File: config.mk
export PLATFORM = sky130hd
export DESIGN_NAME = periph_regs
export DESIGN_NICKNAME = d
export VERILOG_FILES = /design/src/cluster_pkg.sv /design/src/periph_regs.sv
export SDC_FILE = /design/constraint.sdc
export NUM_CORES = 1
export LEC_CHECK = 0
export BUFFER_PORTS_ARGS = -buffer_cell sky130_fd_sc_hd__buf_4
export CAP_MARGIN = 20
export CORE_AREA = 2 2 134 136
export CTS_BUF_LIST = sky130_fd_sc_hd__clkbuf_4 sky130_fd_sc_hd__clkbuf_8 sky130_fd_sc_hd__clkbuf_16
export DETAILED_ROUTE_END_ITERATION = 12
export DIE_AREA = 0 0 136 138
export HOLD_SLACK_MARGIN = 0.12
export PLACE_DENSITY = 0.79
export SYNTH_ARGS = -nofsm -noshare
export SYNTH_HDL_FRONTEND = slang
export SYNTH_SLANG_ARGS = --single-unit
File: constraint.sdc
create_clock -name clk -period 2.79 [get_ports clk]
set_input_delay 0.558 -clock clk [delete_from_list [all_inputs] [get_ports clk]]
set_output_delay 0.558 -clock clk [all_outputs]
set_load 0.01 [all_outputs]
File: src/cluster_pkg.sv
////////////////////////////////////////
// Narrow AXI4-Lite types for the cluster control port
// No bursts, IDs or user bits
////////////////////////////////////////

package cluster_pkg;

  ////////////////////////////////////////
  // Widths
  ////////////////////////////////////////

  parameter int unsigned addr_width = 32;
  parameter int unsigned data_width = 32;
  parameter int unsigned strb_width = data_width / 8;

  typedef logic [addr_width-1:0] addr_t;
  typedef logic [data_width-1:0] data_t;
  typedef logic [strb_width-1:0] strb_t;
  typedef logic [1:0]            resp_t;

  // AXI response codes
  localparam resp_t resp_okay   = 2'b00;
  localparam resp_t resp_slverr = 2'b10;
  localparam resp_t resp_decerr = 2'b11;

  ////////////////////////////////////////
  // Peripheral map
  ////////////////////////////////////////

  localparam addr_t scratch_0_offset      = 32'h0000_0000;
  localparam addr_t scratch_1_offset      = 32'h0000_0004;
  localparam addr_t scratch_2_offset      = 32'h0000_0008;
  localparam addr_t scratch_3_offset      = 32'h0000_000C;
  localparam addr_t cl_clint_set_offset   = 32'h0000_0010;
  localparam addr_t cl_clint_clear_offset = 32'h0000_0014;

  // Size of the window after the TCDM
  localparam int unsigned periph_window_bytes = 4096;

  ////////////////////////////////////////
  // Channel bundles
  ////////////////////////////////////////

  // Manager to subordinate
  typedef struct packed {
    addr_t aw_addr;
    logic  aw_valid;
    data_t w_data;
    strb_t w_strb;
    logic  w_valid;
    logic  b_ready;
    addr_t ar_addr;
    logic  ar_valid;
    logic  r_ready;
  } axil_req_t;

  // Subordinate to manager
  typedef struct packed {
    logic  aw_ready;
    logic  w_ready;
    resp_t b_resp;
    logic  b_valid;
    logic  ar_ready;
    data_t r_data;
    resp_t r_resp;
    logic  r_valid;
  } axil_resp_t;

  // Byte lanes of wdata replace old where the strobe is set
  function automatic data_t strb_merge(input data_t old, input data_t wdata, input strb_t strb);
    data_t res;
    res = old;
    for (int b = 0; b < strb_width; b++) begin
      if (strb[b]) begin
        res[8*b +: 8] = wdata[8*b +: 8];
      end
    end
    return res;
  endfunction

endpackage

File: src/periph_regs.sv
////////////////////////////////////////
// CLINT writes ignore strobes, nr_cores up to 32
// Unused offsets answer SLVERR
////////////////////////////////////////
`timescale 1ns/1ps

module periph_regs #(
  parameter int unsigned nr_cores = 8
) (
  input  logic                    clk,
  input  logic                    rst_n,
  input  cluster_pkg::axil_req_t  req,
  output cluster_pkg::axil_resp_t resp,
  output logic [nr_cores-1:0]     msip,
  output cluster_pkg::addr_t      boot_addr
);

  typedef enum logic [1:0] {st_idle, st_wdata, st_bresp, st_rresp} state_e;

  state_e              state_q;
  cluster_pkg::data_t  scratch_q [4];
  logic [nr_cores-1:0] clint_q;
  cluster_pkg::addr_t  waddr_q;
  cluster_pkg::resp_t  wr_resp;
  cluster_pkg::resp_t  bresp_q;
  cluster_pkg::data_t  rd_data;
  cluster_pkg::resp_t  rd_resp;
  cluster_pkg::data_t  rdata_q;
  cluster_pkg::resp_t  rresp_q;
  logic                aw_xfer;
  logic                w_xfer;
  logic                ar_xfer;

  assign aw_xfer = req.aw_valid && resp.aw_ready;
  assign w_xfer  = req.w_valid && resp.w_ready;
  assign ar_xfer = req.ar_valid && resp.ar_ready;

  ////////////////////////////////////////
  // Handshake FSM
  ////////////////////////////////////////

  always_ff @(posedge clk) begin
    if (rst_n) begin
      state_q <= st_idle;
    end else begin
      case (state_q)
        st_idle: begin
          if (aw_xfer) begin
            state_q <= st_wdata;
          end else if (ar_xfer) begin
            state_q <= st_rresp;
          end
        end
        st_wdata: if (w_xfer) state_q <= st_bresp;
        st_bresp: if (req.b_ready) state_q <= st_idle;
        default:  if (req.r_ready) state_q <= st_idle;
      endcase
    end
  end

  ////////////////////////////////////////
  // Register file
  ////////////////////////////////////////

  // Write offset valid?
  always_comb begin
    case (waddr_q)
      cluster_pkg::scratch_0_offset,
      cluster_pkg::scratch_1_offset,
      cluster_pkg::scratch_2_offset,
      cluster_pkg::scratch_3_offset,
      cluster_pkg::cl_clint_set_offset,
      cluster_pkg::cl_clint_clear_offset: wr_resp = cluster_pkg::resp_okay;
      default:                            wr_resp = cluster_pkg::resp_slverr;
    endcase
  end

  // Takes effect on the W edge, visible the cycle after
  always_ff @(posedge clk) begin
    if (rst_n) begin
      scratch_q <= '{default: '0};
      clint_q   <= '0;
    end else if (w_xfer) begin
      case (waddr_q)
        cluster_pkg::scratch_0_offset:
          scratch_q[0] <= cluster_pkg::strb_merge(scratch_q[0], req.w_data, req.w_strb);
        cluster_pkg::scratch_1_offset:
          scratch_q[1] <= cluster_pkg::strb_merge(scratch_q[1], req.w_data, req.w_strb);
        cluster_pkg::scratch_2_offset:
          scratch_q[2] <= cluster_pkg::strb_merge(scratch_q[2], req.w_data, req.w_strb);
        cluster_pkg::scratch_3_offset:
          scratch_q[3] <= cluster_pkg::strb_merge(scratch_q[3], req.w_data, req.w_strb);
        cluster_pkg::cl_clint_set_offset:   clint_q <= clint_q | req.w_data[nr_cores-1:0];
        cluster_pkg::cl_clint_clear_offset: clint_q <= clint_q & ~req.w_data[nr_cores-1:0];
        default: ;
      endcase
    end
  end

  // Read mux on the AR address
  always_comb begin
    rd_data = '0;
    rd_resp = cluster_pkg::resp_okay;
    case (req.ar_addr)
      cluster_pkg::scratch_0_offset:      rd_data = scratch_q[0];
      cluster_pkg::scratch_1_offset:      rd_data = scratch_q[1];
      cluster_pkg::scratch_2_offset:      rd_data = scratch_q[2];
      cluster_pkg::scratch_3_offset:      rd_data = scratch_q[3];
      cluster_pkg::cl_clint_set_offset,
      cluster_pkg::cl_clint_clear_offset: rd_data = cluster_pkg::data_t'(clint_q);
      default:                            rd_resp = cluster_pkg::resp_slverr;
    endcase
  end

  always_ff @(posedge clk) begin
    if (aw_xfer) begin
      waddr_q <= req.aw_addr;
    end
    if (w_xfer) begin
      bresp_q <= wr_resp;
    end
    if (ar_xfer) begin
      rdata_q <= rd_data;
      rresp_q <= rd_resp;
    end
  end

  always_comb begin
    resp          = '0;
    resp.aw_ready = (state_q == st_idle);
    resp.ar_ready = (state_q == st_idle) && !req.aw_valid;
    resp.w_ready  = (state_q == st_wdata);
    resp.b_valid  = (state_q == st_bresp);
    resp.b_resp   = bresp_q;
    resp.r_valid  = (state_q == st_rresp);
    resp.r_data   = rdata_q;
    resp.r_resp   = rresp_q;
  end

  // Scratch 1 is the boot entry point
  assign boot_addr = cluster_pkg::addr_t'(scratch_q[1]);
  assign msip      = clint_q;

endmodule

==> insert_results.sql <==
INSERT INTO impl_metrics (metric_group, metric, value, unit) VALUES
('routing', 'route.final.wire_length', '19900', 'um'),
('power', 'power.share.clock', '0.439', ''),
('cts', 'cts_num_sinks', '204', ''),
('synthesis', 'synth.largest_area_cell', 'dfxtp_1', ''),
('global_routing', 'global_route.usage.total', '0.213', ''),
('routing', 'drtIter0Drc', '288', ''),
('global_routing', 'grt.overflow.total', '0', ''),
('synthesis', 'synth_async_sr_flop_share', '0', ''),
('cts', 'tritoncts.num_buffers', '22', ''),
('status', 'run_status', 'finished clean', ''),
('floorplanning', 'die_h', '138', 'um'),
('sta', 'fin_tns_setup', '0', 'ns'),
('synthesis', 'netlist_top_cells_area', 'dfxtp_1 29%, edfxtp_1 21%, mux2i_1 15%', ''),
('cts', 'cts-hold-fix-buffers', '0', ''),
('final_layout', 'seqCellArea', '4740', 'sq um'),
('sta', 'final-max-slew-violation-count', '0', ''),
('floorplanning', 'boundaryPins', '188', ''),
('synthesis', 'syn_avg_cell_area', '12.6', 'sq um'),
('cts', 'cts-root-to-sink-buffers', '3', ''),
('power', 'worst_ir_drop_vdd', '0.000505', 'V'),
('worst_setup_path', 'cp_endpoint_kind', 'register', ''),
('sta', 'post-route-min-period', '2.37', 'ns'),
('final_layout', 'syn_to_final_growth', '22.4', '%'),
('sta', 'fmax', '421', 'MHz'),
('worst_setup_path', 'timing.critical_path.from_type', 'register', ''),
('sta', 'finClkSkew', '0.0159', 'ns'),
('cts', 'postCtsResizedCells', '0', ''),
('power', 'switching_power', '1.38', 'mW'),
('routing', 'routed-via-count', '6085', ''),
('sta', 'maxSlewHeadroom', '0.569', ''),
('final_layout', 'fill_cells', '1335', ''),
('synthesis', 'synth_fa_ha_area_frac', '0', ''),
('worst_setup_path', 'required', '3.18', 'ns'),
('synthesis', 'synth.ff_latch_count', '204', ''),
('sta', 'hold_viol', '0', ''),
('cts', 'clk_latency', '0.49', 'ns'),
('sta', 'final_critical_path_setup_slack', '0.416', 'ns'),
('place', 'detailedPlacementHpwl', '13500', 'um'),
('synthesis', 'synth-seq-area-share', '0.506', ''),
('power', 'combinationalPowerShare', '0.068', ''),
('floorplanning', 'floorplan.die_area', '18800', 'sq um'),
('routing', 'route.detailed.vias_per_inst', '5.35', ''),
('synthesis', 'synth-simple-area-share', '0.206', ''),
('global_routing', 'grt_pass1_vias', '6241', ''),
('final_layout', 'n_antenna_cell', '0', ''),
('job', 'cap_viol_max_count', '0', ''),
('cts', 'maximum_level_of_the_cts_h_tree', '1', ''),
('routing', 'drtAntennaViolNets', '0', ''),
('power', 'seq_power_share', '0.493', ''),
('synthesis', 'synth_compound_gate_area_share', '0.0126', ''),
('synthesis', 'synth_area', '9370', 'sq um'),
('routing', 'average_detailed_routed_wire_length_per_instance', '17.5', 'um'),
('cts', 'clock_tree.root_cell', 'clkbuf_16', ''),
('synthesis', 'yosys_cell_types', '39', ''),
('floorplanning', 'starting_utilization_of_the_core_area', '0.534', ''),
('synthesis', 'synth_xor_area_frac', '0', ''),
('place', 'finalWeightedCongestion', '0.747', ''),
('final_layout', 'most_frequent_cells_in_the_layout', '201 x buf_4, 169 x nand2b_1, 138 x dfxtp_1', ''),
('routing', 'drt_pass1_iterations', '4', ''),
('cts', 'cts.clk_slew.worst_paths', '0.06', 'ns'),
('global_routing', 'grt_start_max_net_pins', '61', ''),
('hold_path', 'holdCritPathClass', 'in2reg', ''),
('worst_setup_path', 'critical_path.max_fanout', '8', ''),
('power', 'p_per_cell_area', '562', 'nW/um^2'),
('final_layout', 'stdcell_area', '11500', 'sq um'),
('floorplanning', 'die_wd', '136', 'um'),
('synthesis', 'synth.top_cell.area_share', '0.295', ''),
('cts', 'tritoncts_clock_tree', 'built', ''),
('cts', 'cts_setup_buffers', '0', ''),
('sta', 'rsz_0062_raised_after_global_routing', 'false', ''),
('synthesis', 'post_synth_mux_area_share', '0.222', '');
## area by class of cell
cell class,instances,share of cell area
tap,229,0.0250
inverter,3,0.000982
sequential,204,0.414
timing repair buffer,204,0.137
multi-input combinational,458,0.362
clock inverter,9,0.00578
clock buffer,30,0.0564
## logic make-up (layout without fill, tap and decap cells)
family,after synthesis,count (layout)
muxes,168,168
other,1,2
and+or+nand+nor,273,273
AOI/OAI and AO/OA,15,15
DFF,204,204
buffers and inverters,84,246
## power by group through the flow
stage | clock (mW) | sequential, mW | combinational, mW
after floorplan | 0 | 3.24 | 0.221
after global placement | 0 | 3.24 | 0.442
after detailed placement | 0 | 3.24 | 0.445
after CTS | 2.88 | 3.18 | 0.447
after global routing | 3.02 | 3.18 | 0.475
final | 2.83 | 3.18 | 0.441
## through the flow
step / cells / util / hold slack [ns]
2_1_floorplan: 746 / - / 0.445
3_3_place_gp: 1098 / 0.614 / 0.458
3_5_place_dp: 1098 / 0.614 / 0.460
4_1_cts: 1137 / 0.654 / 0.221
5_1_grt: 1137 / 0.654 / 0.214
6_report: 1137 / 0.654 / 0.239
## sequential cells by signal, indices dropped and copies added (netlist names), named ones only
| register | cells |
|---|---|
| boot_addr | 32 |
| rresp_q | 1 |
| bresp_q | 1 |
| rdata_q | 32 |
| waddr_q | 32 |
| scratch_q | 96 |
| state_q | 2 |
## critical path, stage by stage, from the launching register on
cell and delay (ns):
edfxtp_1 0.35, or4_1 0.73, nor4_4 0.34, and3_1 0.54, mux2i_1 0.31
## path summary, 6_finish.rpt
check                           cells after the start  slack, ns           from            end
worst max-delay path                                4       0.42     waddr_q[7]   scratch_q[1]
worst min-delay path                                1       0.24        req[97]    waddr_q[24]
worst max register to register                      4       0.42     waddr_q[7]   scratch_q[1]
worst min register to register                      2       0.47  scratch_q[31]  scratch_q[31]
## layer usage
metal  track usage  part of all wire  vias up
li1              -                 -     2924
met1         0.281              0.43     2950
met2         0.355              0.49      173
met3        0.0403             0.052       38
met4        0.0680             0.024        0
met5             0                 0        -
## cells in the mapped netlist, types with 4 or more instances
cell      number
nor3_1         5
and2_1        27
dfxtp_1      138
nand2b_1     169
mux2i_1      136
buf_4         35
edfxtp_1      66
nand4b_1       4
buf_6          5
buf_1          6
nor4_4         4
nand3_1        9
nor4b_1        9
and3_1         4
nand3_4       12
nor2_1         5
clkbuf_1      30
nor4_1        11
buf_2          4
mux4_2        32
a22o_1         8
(Power assumes the default switching activity.)
