[src/cluster_pkg.sv]
////////////////////////////////////////
// Narrow AXI4-Lite types for the cluster control port
// No bursts, IDs or user bits
////////////////////////////////////////

package cluster_pkg;

  ////////////////////////////////////////
  // Widths
  ////////////////////////////////////////

  parameter int unsigned addr_width = 32;
  parameter int unsigned data_width = 32;
  parameter int unsigned strb_width = data_width / 8;

  typedef logic [addr_width-1:0] addr_t;
  typedef logic [data_width-1:0] data_t;
  typedef logic [strb_width-1:0] strb_t;
  typedef logic [1:0]            resp_t;

  // AXI response codes
  localparam resp_t resp_okay   = 2'b00;
  localparam resp_t resp_slverr = 2'b10;
  localparam resp_t resp_decerr = 2'b11;

  ////////////////////////////////////////
  // Peripheral map
  ////////////////////////////////////////

  localparam addr_t scratch_0_offset      = 32'h0000_0000;
  localparam addr_t scratch_1_offset      = 32'h0000_0004;
  localparam addr_t scratch_2_offset      = 32'h0000_0008;
  localparam addr_t scratch_3_offset      = 32'h0000_000C;
  localparam addr_t cl_clint_set_offset   = 32'h0000_0010;
  localparam addr_t cl_clint_clear_offset = 32'h0000_0014;

  // Size of the window after the TCDM
  localparam int unsigned periph_window_bytes = 4096;

  ////////////////////////////////////////
  // Channel bundles
  ////////////////////////////////////////

  // Manager to subordinate
  typedef struct packed {
    addr_t aw_addr;
    logic  aw_valid;
    data_t w_data;
    strb_t w_strb;
    logic  w_valid;
    logic  b_ready;
    addr_t ar_addr;
    logic  ar_valid;
    logic  r_ready;
  } axil_req_t;

  // Subordinate to manager
  typedef struct packed {
    logic  aw_ready;
    logic  w_ready;
    resp_t b_resp;
    logic  b_valid;
    logic  ar_ready;
    data_t r_data;
    resp_t r_resp;
    logic  r_valid;
  } axil_resp_t;

  // Byte lanes of wdata replace old where the strobe is set
  function automatic data_t strb_merge(input data_t old, input data_t wdata, input strb_t strb);
    data_t res;
    res = old;
    for (int b = 0; b < strb_width; b++) begin
      if (strb[b]) begin
        res[8*b +: 8] = wdata[8*b +: 8];
      end
    end
    return res;
  endfunction

endpackage

[src/axi_lite_demux.sv]
////////////////////////////////////////
// One transaction open at a time, write wins
// Unmapped addresses get DECERR from inside
////////////////////////////////////////
`timescale 1ns/1ps

module axi_lite_demux #(
  parameter cluster_pkg::addr_t cluster_base_addr = 32'h1000_0000,
  parameter int unsigned        tcdm_words        = 256
) (
  input  logic                    clk,
  input  logic                    rst_n,
  input  cluster_pkg::axil_req_t  in_req,
  output cluster_pkg::axil_resp_t in_resp,
  output cluster_pkg::axil_req_t  mem_req,
  input  cluster_pkg::axil_resp_t mem_resp,
  output cluster_pkg::axil_req_t  periph_req,
  input  cluster_pkg::axil_resp_t periph_resp
);

  localparam cluster_pkg::addr_t periph_base =
    cluster_base_addr + cluster_pkg::addr_t'(4 * tcdm_words);
  localparam cluster_pkg::addr_t periph_end =
    periph_base + cluster_pkg::addr_t'(cluster_pkg::periph_window_bytes);

  typedef enum logic [1:0] {tgt_mem, tgt_periph, tgt_err} tgt_e;
  typedef enum logic [1:0] {err_idle, err_wdata, err_bresp, err_rresp} err_state_e;

  logic                    open_q;
  logic                    write_q;
  tgt_e                    tgt_q;
  tgt_e                    dec_tgt;
  tgt_e                    cur_tgt;
  cluster_pkg::addr_t      dec_addr;
  logic [2:0]              sel_new;
  logic [2:0]              sel_wr;
  logic [2:0]              sel_rd;
  cluster_pkg::axil_req_t  err_req;
  cluster_pkg::axil_resp_t err_resp;
  cluster_pkg::axil_resp_t sel_resp;
  err_state_e              err_state_q;
  logic                    aw_xfer;
  logic                    ar_xfer;
  logic                    b_xfer;
  logic                    r_xfer;

  function automatic tgt_e decode(input cluster_pkg::addr_t addr);
    if (addr >= cluster_base_addr && addr < periph_base) begin
      return tgt_mem;
    end
    if (addr >= periph_base && addr < periph_end) begin
      return tgt_periph;
    end
    return tgt_err;
  endfunction

  // Gate the channels toward one subordinate and rebase its addresses
  function automatic cluster_pkg::axil_req_t route_req(
    input cluster_pkg::axil_req_t req,
    input logic                   new_sel,
    input logic                   wr_sel,
    input logic                   rd_sel,
    input cluster_pkg::addr_t     base
  );
    cluster_pkg::axil_req_t fwd;
    fwd          = req;
    fwd.aw_addr  = req.aw_addr - base;
    fwd.ar_addr  = req.ar_addr - base;
    fwd.aw_valid = req.aw_valid & new_sel;
    fwd.ar_valid = req.ar_valid & ~req.aw_valid & new_sel;
    fwd.w_valid  = req.w_valid & wr_sel;
    fwd.b_ready  = req.b_ready & wr_sel;
    fwd.r_ready  = req.r_ready & rd_sel;
    return fwd;
  endfunction

  ////////////////////////////////////////
  // Decode and steering
  ////////////////////////////////////////

  assign dec_addr = in_req.aw_valid ? in_req.aw_addr : in_req.ar_addr;
  assign dec_tgt  = decode(dec_addr);
  assign cur_tgt  = open_q ? tgt_q : dec_tgt;

  always_comb begin
    for (int t = 0; t < 3; t++) begin
      sel_new[t] = !open_q && (dec_tgt == tgt_e'(t));
      sel_wr[t]  = open_q && write_q && (tgt_q == tgt_e'(t));
      sel_rd[t]  = open_q && !write_q && (tgt_q == tgt_e'(t));
    end
  end

  assign mem_req = route_req(in_req, sel_new[tgt_mem], sel_wr[tgt_mem], sel_rd[tgt_mem],
                             cluster_base_addr);
  assign periph_req = route_req(in_req, sel_new[tgt_periph], sel_wr[tgt_periph],
                                sel_rd[tgt_periph], periph_base);
  assign err_req = route_req(in_req, sel_new[tgt_err], sel_wr[tgt_err], sel_rd[tgt_err], '0);

  always_comb begin
    case (cur_tgt)
      tgt_mem:    sel_resp = mem_resp;
      tgt_periph: sel_resp = periph_resp;
      default:    sel_resp = err_resp;
    endcase
    in_resp          = sel_resp;
    in_resp.aw_ready = !open_q && sel_resp.aw_ready;
    in_resp.ar_ready = !open_q && !in_req.aw_valid && sel_resp.ar_ready;
    in_resp.w_ready  = open_q && write_q && sel_resp.w_ready;
    in_resp.b_valid  = open_q && write_q && sel_resp.b_valid;
    in_resp.r_valid  = open_q && !write_q && sel_resp.r_valid;
  end

  assign aw_xfer = in_req.aw_valid && in_resp.aw_ready;
  assign ar_xfer = in_req.ar_valid && in_resp.ar_ready;
  assign b_xfer  = in_req.b_ready && in_resp.b_valid;
  assign r_xfer  = in_req.r_ready && in_resp.r_valid;

  // Target held until the closing B or R
  always_ff @(posedge clk) begin
    if (rst_n) begin
      open_q  <= 1'b0;
      write_q <= 1'b0;
      tgt_q   <= tgt_err;
    end else if (!open_q) begin
      if (aw_xfer) begin
        open_q  <= 1'b1;
        write_q <= 1'b1;
        tgt_q   <= dec_tgt;
      end else if (ar_xfer) begin
        open_q  <= 1'b1;
        write_q <= 1'b0;
        tgt_q   <= dec_tgt;
      end
    end else if (b_xfer || r_xfer) begin
      open_q <= 1'b0;
    end
  end

  ////////////////////////////////////////
  // Decode-error responder
  ////////////////////////////////////////

  always_ff @(posedge clk) begin
    if (rst_n) begin
      err_state_q <= err_idle;
    end else begin
      case (err_state_q)
        err_idle: begin
          if (err_req.aw_valid) begin
            err_state_q <= err_wdata;
          end else if (err_req.ar_valid) begin
            err_state_q <= err_rresp;
          end
        end
        // Write data is swallowed
        err_wdata: if (err_req.w_valid) err_state_q <= err_bresp;
        err_bresp: if (err_req.b_ready) err_state_q <= err_idle;
        default:   if (err_req.r_ready) err_state_q <= err_idle;
      endcase
    end
  end

  always_comb begin
    err_resp          = '0;
    err_resp.aw_ready = (err_state_q == err_idle);
    err_resp.ar_ready = (err_state_q == err_idle) && !err_req.aw_valid;
    err_resp.w_ready  = (err_state_q == err_wdata);
    err_resp.b_valid  = (err_state_q == err_bresp);
    err_resp.b_resp   = cluster_pkg::resp_decerr;
    err_resp.r_valid  = (err_state_q == err_rresp);
    err_resp.r_resp   = cluster_pkg::resp_decerr;
  end

endmodule

[config.mk]
export PLATFORM = sky130hd
export DESIGN_NAME = axi_lite_demux
export DESIGN_NICKNAME = d
export VERILOG_FILES = /design/src/cluster_pkg.sv /design/src/axi_lite_demux.sv
export SDC_FILE = /design/constraint.sdc
export NUM_CORES = 1
export LEC_CHECK = 0
export BUFFER_PORTS_ARGS = -buffer_cell sky130_fd_sc_hd__buf_4
export CORE_AREA = 4 4 167 169
export DETAILED_ROUTE_END_ITERATION = 8
export DIE_AREA = 0 0 171 173
export SETUP_SLACK_MARGIN = 0.1
export SLEW_MARGIN = 20
export SYNTH_ARGS = -nofsm -noshare
export SYNTH_HDL_FRONTEND = slang
export SYNTH_SLANG_ARGS = --single-unit
export TNS_END_PERCENT = 100
[constraint.sdc]
create_clock -name clk -period 5.3 [get_ports clk]
set_clock_uncertainty 0.05 [all_clocks]
set_input_delay 1.59 -clock clk [delete_from_list [all_inputs] [get_ports clk]]
set_output_delay 1.59 -clock clk [all_outputs]
set_load 0.05 [all_outputs]
==> metrics.md <==
| Metric | Value |
|---|---|
| Status | `complete, but fails checks` |
| Failing checks | `negative setup slack` |
| Setup tns final | `-2.71 ns` |
| Synth Area in Simple Gates | `28.9%` |
| Reg2Reg Setup Slack | `2.60 ns` |
| RR Startpoint | `open_q` |
| Post-Synthesis Cells | `511` |
| EDFF count, synth | `0` |
| Critical Path Start | `in_req[22]` |
| Die Wd | `171 µm` |
| Levels on crit path | `10` |
| Share of layout cells above drive strength 1 | `68.1%` |
| Unique masters post-synth | `50` |
| Largest family of logic cells by synthesized area | `buffers and inverters` |
| Core area | `26600 µm²` |
| Vias/cell | `3.85` |
| Delay-heaviest family, CP | `simple AND/OR/NAND/NOR gates` |
| H-Tree Depth | `1` |
| Pwr Total | `1.17 mW` |
| Worst-Margin Slew | `0.547 ns` |
| Worst setup slack after layout | `-0.105 ns` |
| Clk slew on worst S/H paths | `0.03 ns` |
| First-pass DRT Iterations | `4` |
| Tot GR Track Use | `10.7%` |
| First-pass GRT wire length | `25100 µm` |
| Fill count | `2905` |
| Fmax | `0.185 GHz` |
| Period utilisation layout | `102%` |
| Worst Hold Class | `flip-flop to flip-flop` |
| Adder-cell share of the synthesized area | `2.32%` |
| Synth Area in XOR/XNOR | `11.1%` |
| Worst-skew pair later-pin latency | `0.23 ns` |
| Critical path fanouts, max | `8` |
| Largest net degree at the start of global routing | `29` |
| I/O pin count | `440` |
| Diode count | `0` |
| Most frequent CP cell | `buf_8` |
| Post-synth ARST share | `0%` |
| Input/output buffers | `271` |
| Path depth of the worst reg2reg path | `9` |
| WP data required | `3.66 ns` |
| Maximum vdd drop | `91.7 µV` |
| Syn Nets | `706` |
| Startpoint type of the worst setup path | `input pin` |
| Max-slew violations | `0` |
| Worst Setup End Kind | `output port` |
| Post-synthesis sequential area ratio | `3.72%` |
| Most frequent cells in the layout | `buf_4 (307), nand2_1 (74), buf_6 (43)` |
| Post-synthesis compound-gate area fraction | `13.6%` |
| Register bit total from synthesis | `6` |
| Slowest cell on the critical path | `or4_4` |
| Maximum Capacitance Violations | `0` |
| Post-synthesis mux area share | `1.70%` |
| Vias | `4087` |
| Mean post-synth cell area | `6.32 µm²` |
| Slowest stage delay, CP | `0.54 ns` |
| RSZ-0062 raised after global routing | `yes` |
| Post-synth top area share | `34.4%` |
| Final wirelength | `17700 µm` |
| CTS Sinks | `6` |
| Synth area leaders | `buf_4 (34%), nand2_1 (12%), a21oi_1 (6.4%), xor2_1 (5.7%), xnor2_1 (5.4%)` |
| Setup violators final | `40` |
| YS warnings | `0` |
| Row count | `60` |
| Initial antenna violation count | `1` |
| Layout Nets | `917` |
| Crit path cell chain | `buf_6, or4_4, nand3b_4, a211o_4, o21ai_4, buf_8, buf_12, nand2_2, a21oi_4, buf_8` |
| Initial core utilization | `12.2%` |
| Area Overhead vs Synth | `104%` |
| Post-DP HPWL | `14900 µm` |
| Main synth FF type | `dfxtp_1` |
| DRC Markers | `0` |
| Num CTS Buffers | `3` |
| Worst Path Arrival | `3.77 ns` |
| CTS max path bufs | `2` |
| Full die area | `29600 µm²` |
| Hold Path Origin | `err_state_q[0]` |
| Die Ht | `173 µm` |
| DP Area | `5720 µm²` |
| Most common cell after layout, fill and taps aside | `buf_4` |
| Pwr dens | `177 nW/µm²` |
| Leakage power | `3.04 nW` |
| Final Hold Fails | `0` |
| 1st-iter DRT viols | `130` |
| Clock Tree Root | `clkbuf_16` |
| Netlist Area Pre-Place | `3230 µm²` |
| Buf+Inv Stages, Crit Path | `4` |
| Post-synth top area cell | `buf_4` |
| Crit path kind | `input pin to output port` |
| GRT overflow | `0` |
| Design area | `6590 µm²` |
| Rel. slew slack | `63.5%` |
| CTS tree | `yes` |
| WL per Instance | `16.7 µm` |
| Tmin final | `5.41 ns` |
| Routability congestion estimate | `0.842` |
| Vias in the first global route | `4273` |
| ANT nets after route | `0` |
| Hold_buf cts | `0` |
| Critical Path End | `in_resp[12]` |
| Final core utilization | `24.8%` |
| Worst r2r dst | `open_q` |
## how the worst min path moves through the flow
stage	to	slack, ns	cells after the start
6_report	err_state_q[0]	0.46	2
4_1_cts	err_state_q[0]	0.46	2
3_5_place_dp	err_state_q[0]	0.46	2
2_1_floorplan	err_state_q[0]	0.42	2
5_1_grt	err_state_q[0]	0.52	2
3_3_place_gp	err_state_q[0]	0.45	2
## tightest hold or removal path, delay by kind of cell, from the launching register on
kind | cells | cell delay, ns
flops | 1 | 0.33
compound gates | 1 | 0.06
simple gates | 1 | 0.08
## cell families (layout without fill, tap and decap cells)
logic type | count (synthesis) | count (layout)
compound gates | 70 | 70
flops | 6 | 6
buf+inv | 182 | 391
xor+xnor | 41 | 41
simple gates | 201 | 201
fa+ha+maj | 6 | 6
mux | 5 | 5
## metrics by stage
step           std cells  hold slack, ns  setup WS (ns)
3_5_place_dp        1044           0.457         -0.238
4_1_cts             1056           0.463         -0.135
5_1_grt             1061           0.515         -0.159
3_3_place_gp        1044           0.453         -0.169
2_1_floorplan        511           0.420        -0.0794
6_report            1061           0.460         -0.105
## cell type report
cell class              count  area, µm²  share of cell area (%)
multi-input cells         323       2780                    42.1
repair buffers            369       3120                    47.3
flip-flops and latches      6        120                    1.82
inverters                  19       71.3                    1.08
well taps                 341        427                    6.48
clock buffers               3       75.1                    1.14
## per-layer routing
layer	share of wire, %	wire length [µm]	track usage [%]	vias to the layer above
met3	8.7	1540	3.04	92
li1	-	-	-	1973
met5	0.073	13	0	-
met1	36	6310	11.6	1823
met4	4.6	807	4.52	2
met2	51	9020	19.3	197
## Yosys cell counts, types with 2 or more instances
| cell type | instances |
|---|---|
| xor2_1 | 21 |
| a21o_1 | 3 |
| a21oi_1 | 41 |
| nand3_1 | 13 |
| buf_4 | 148 |
| nor3b_1 | 2 |
| dfxtp_1 | 6 |
| and3_1 | 3 |
| buf_2 | 5 |
| nor4_2 | 2 |
| nor4_1 | 9 |
| inv_1 | 19 |
| or3_1 | 6 |
| nand2b_1 | 2 |
| or4_1 | 2 |
| nor2_1 | 26 |
| nor3_1 | 18 |
| ha_1 | 6 |
| nand4_1 | 4 |
| o21ai_1 | 4 |
| nand2_1 | 106 |
| mux2i_1 | 3 |
| a22oi_1 | 2 |
| xnor2_1 | 20 |
| nand3b_1 | 2 |
| o21ai_0 | 5 |
| clkbuf_1 | 10 |
## power by group
group	total [mW]	leakage, nW	internal (mW)	switching, mW
clock	0.120	0.0370	0.0967	0.0238
combinational	0.968	2.96	0.374	0.593
sequential	0.0799	0.0494	0.0552	0.0246
total	1.17	3.04	0.526	0.642
## timing repair
item,CTS,global route
setup endpoints to repair,48,50
buffers inserted,8,5
gates cloned,2,1
pin swaps,20,27
gates resized for setup,102,57
## registers in the layout (all words and copies together) (netlist names)
signal,flops
open_q,1
tgt_q,2
write_q,1
err_state_q,2
Note: power is estimated with default switching activity, not from simulation.
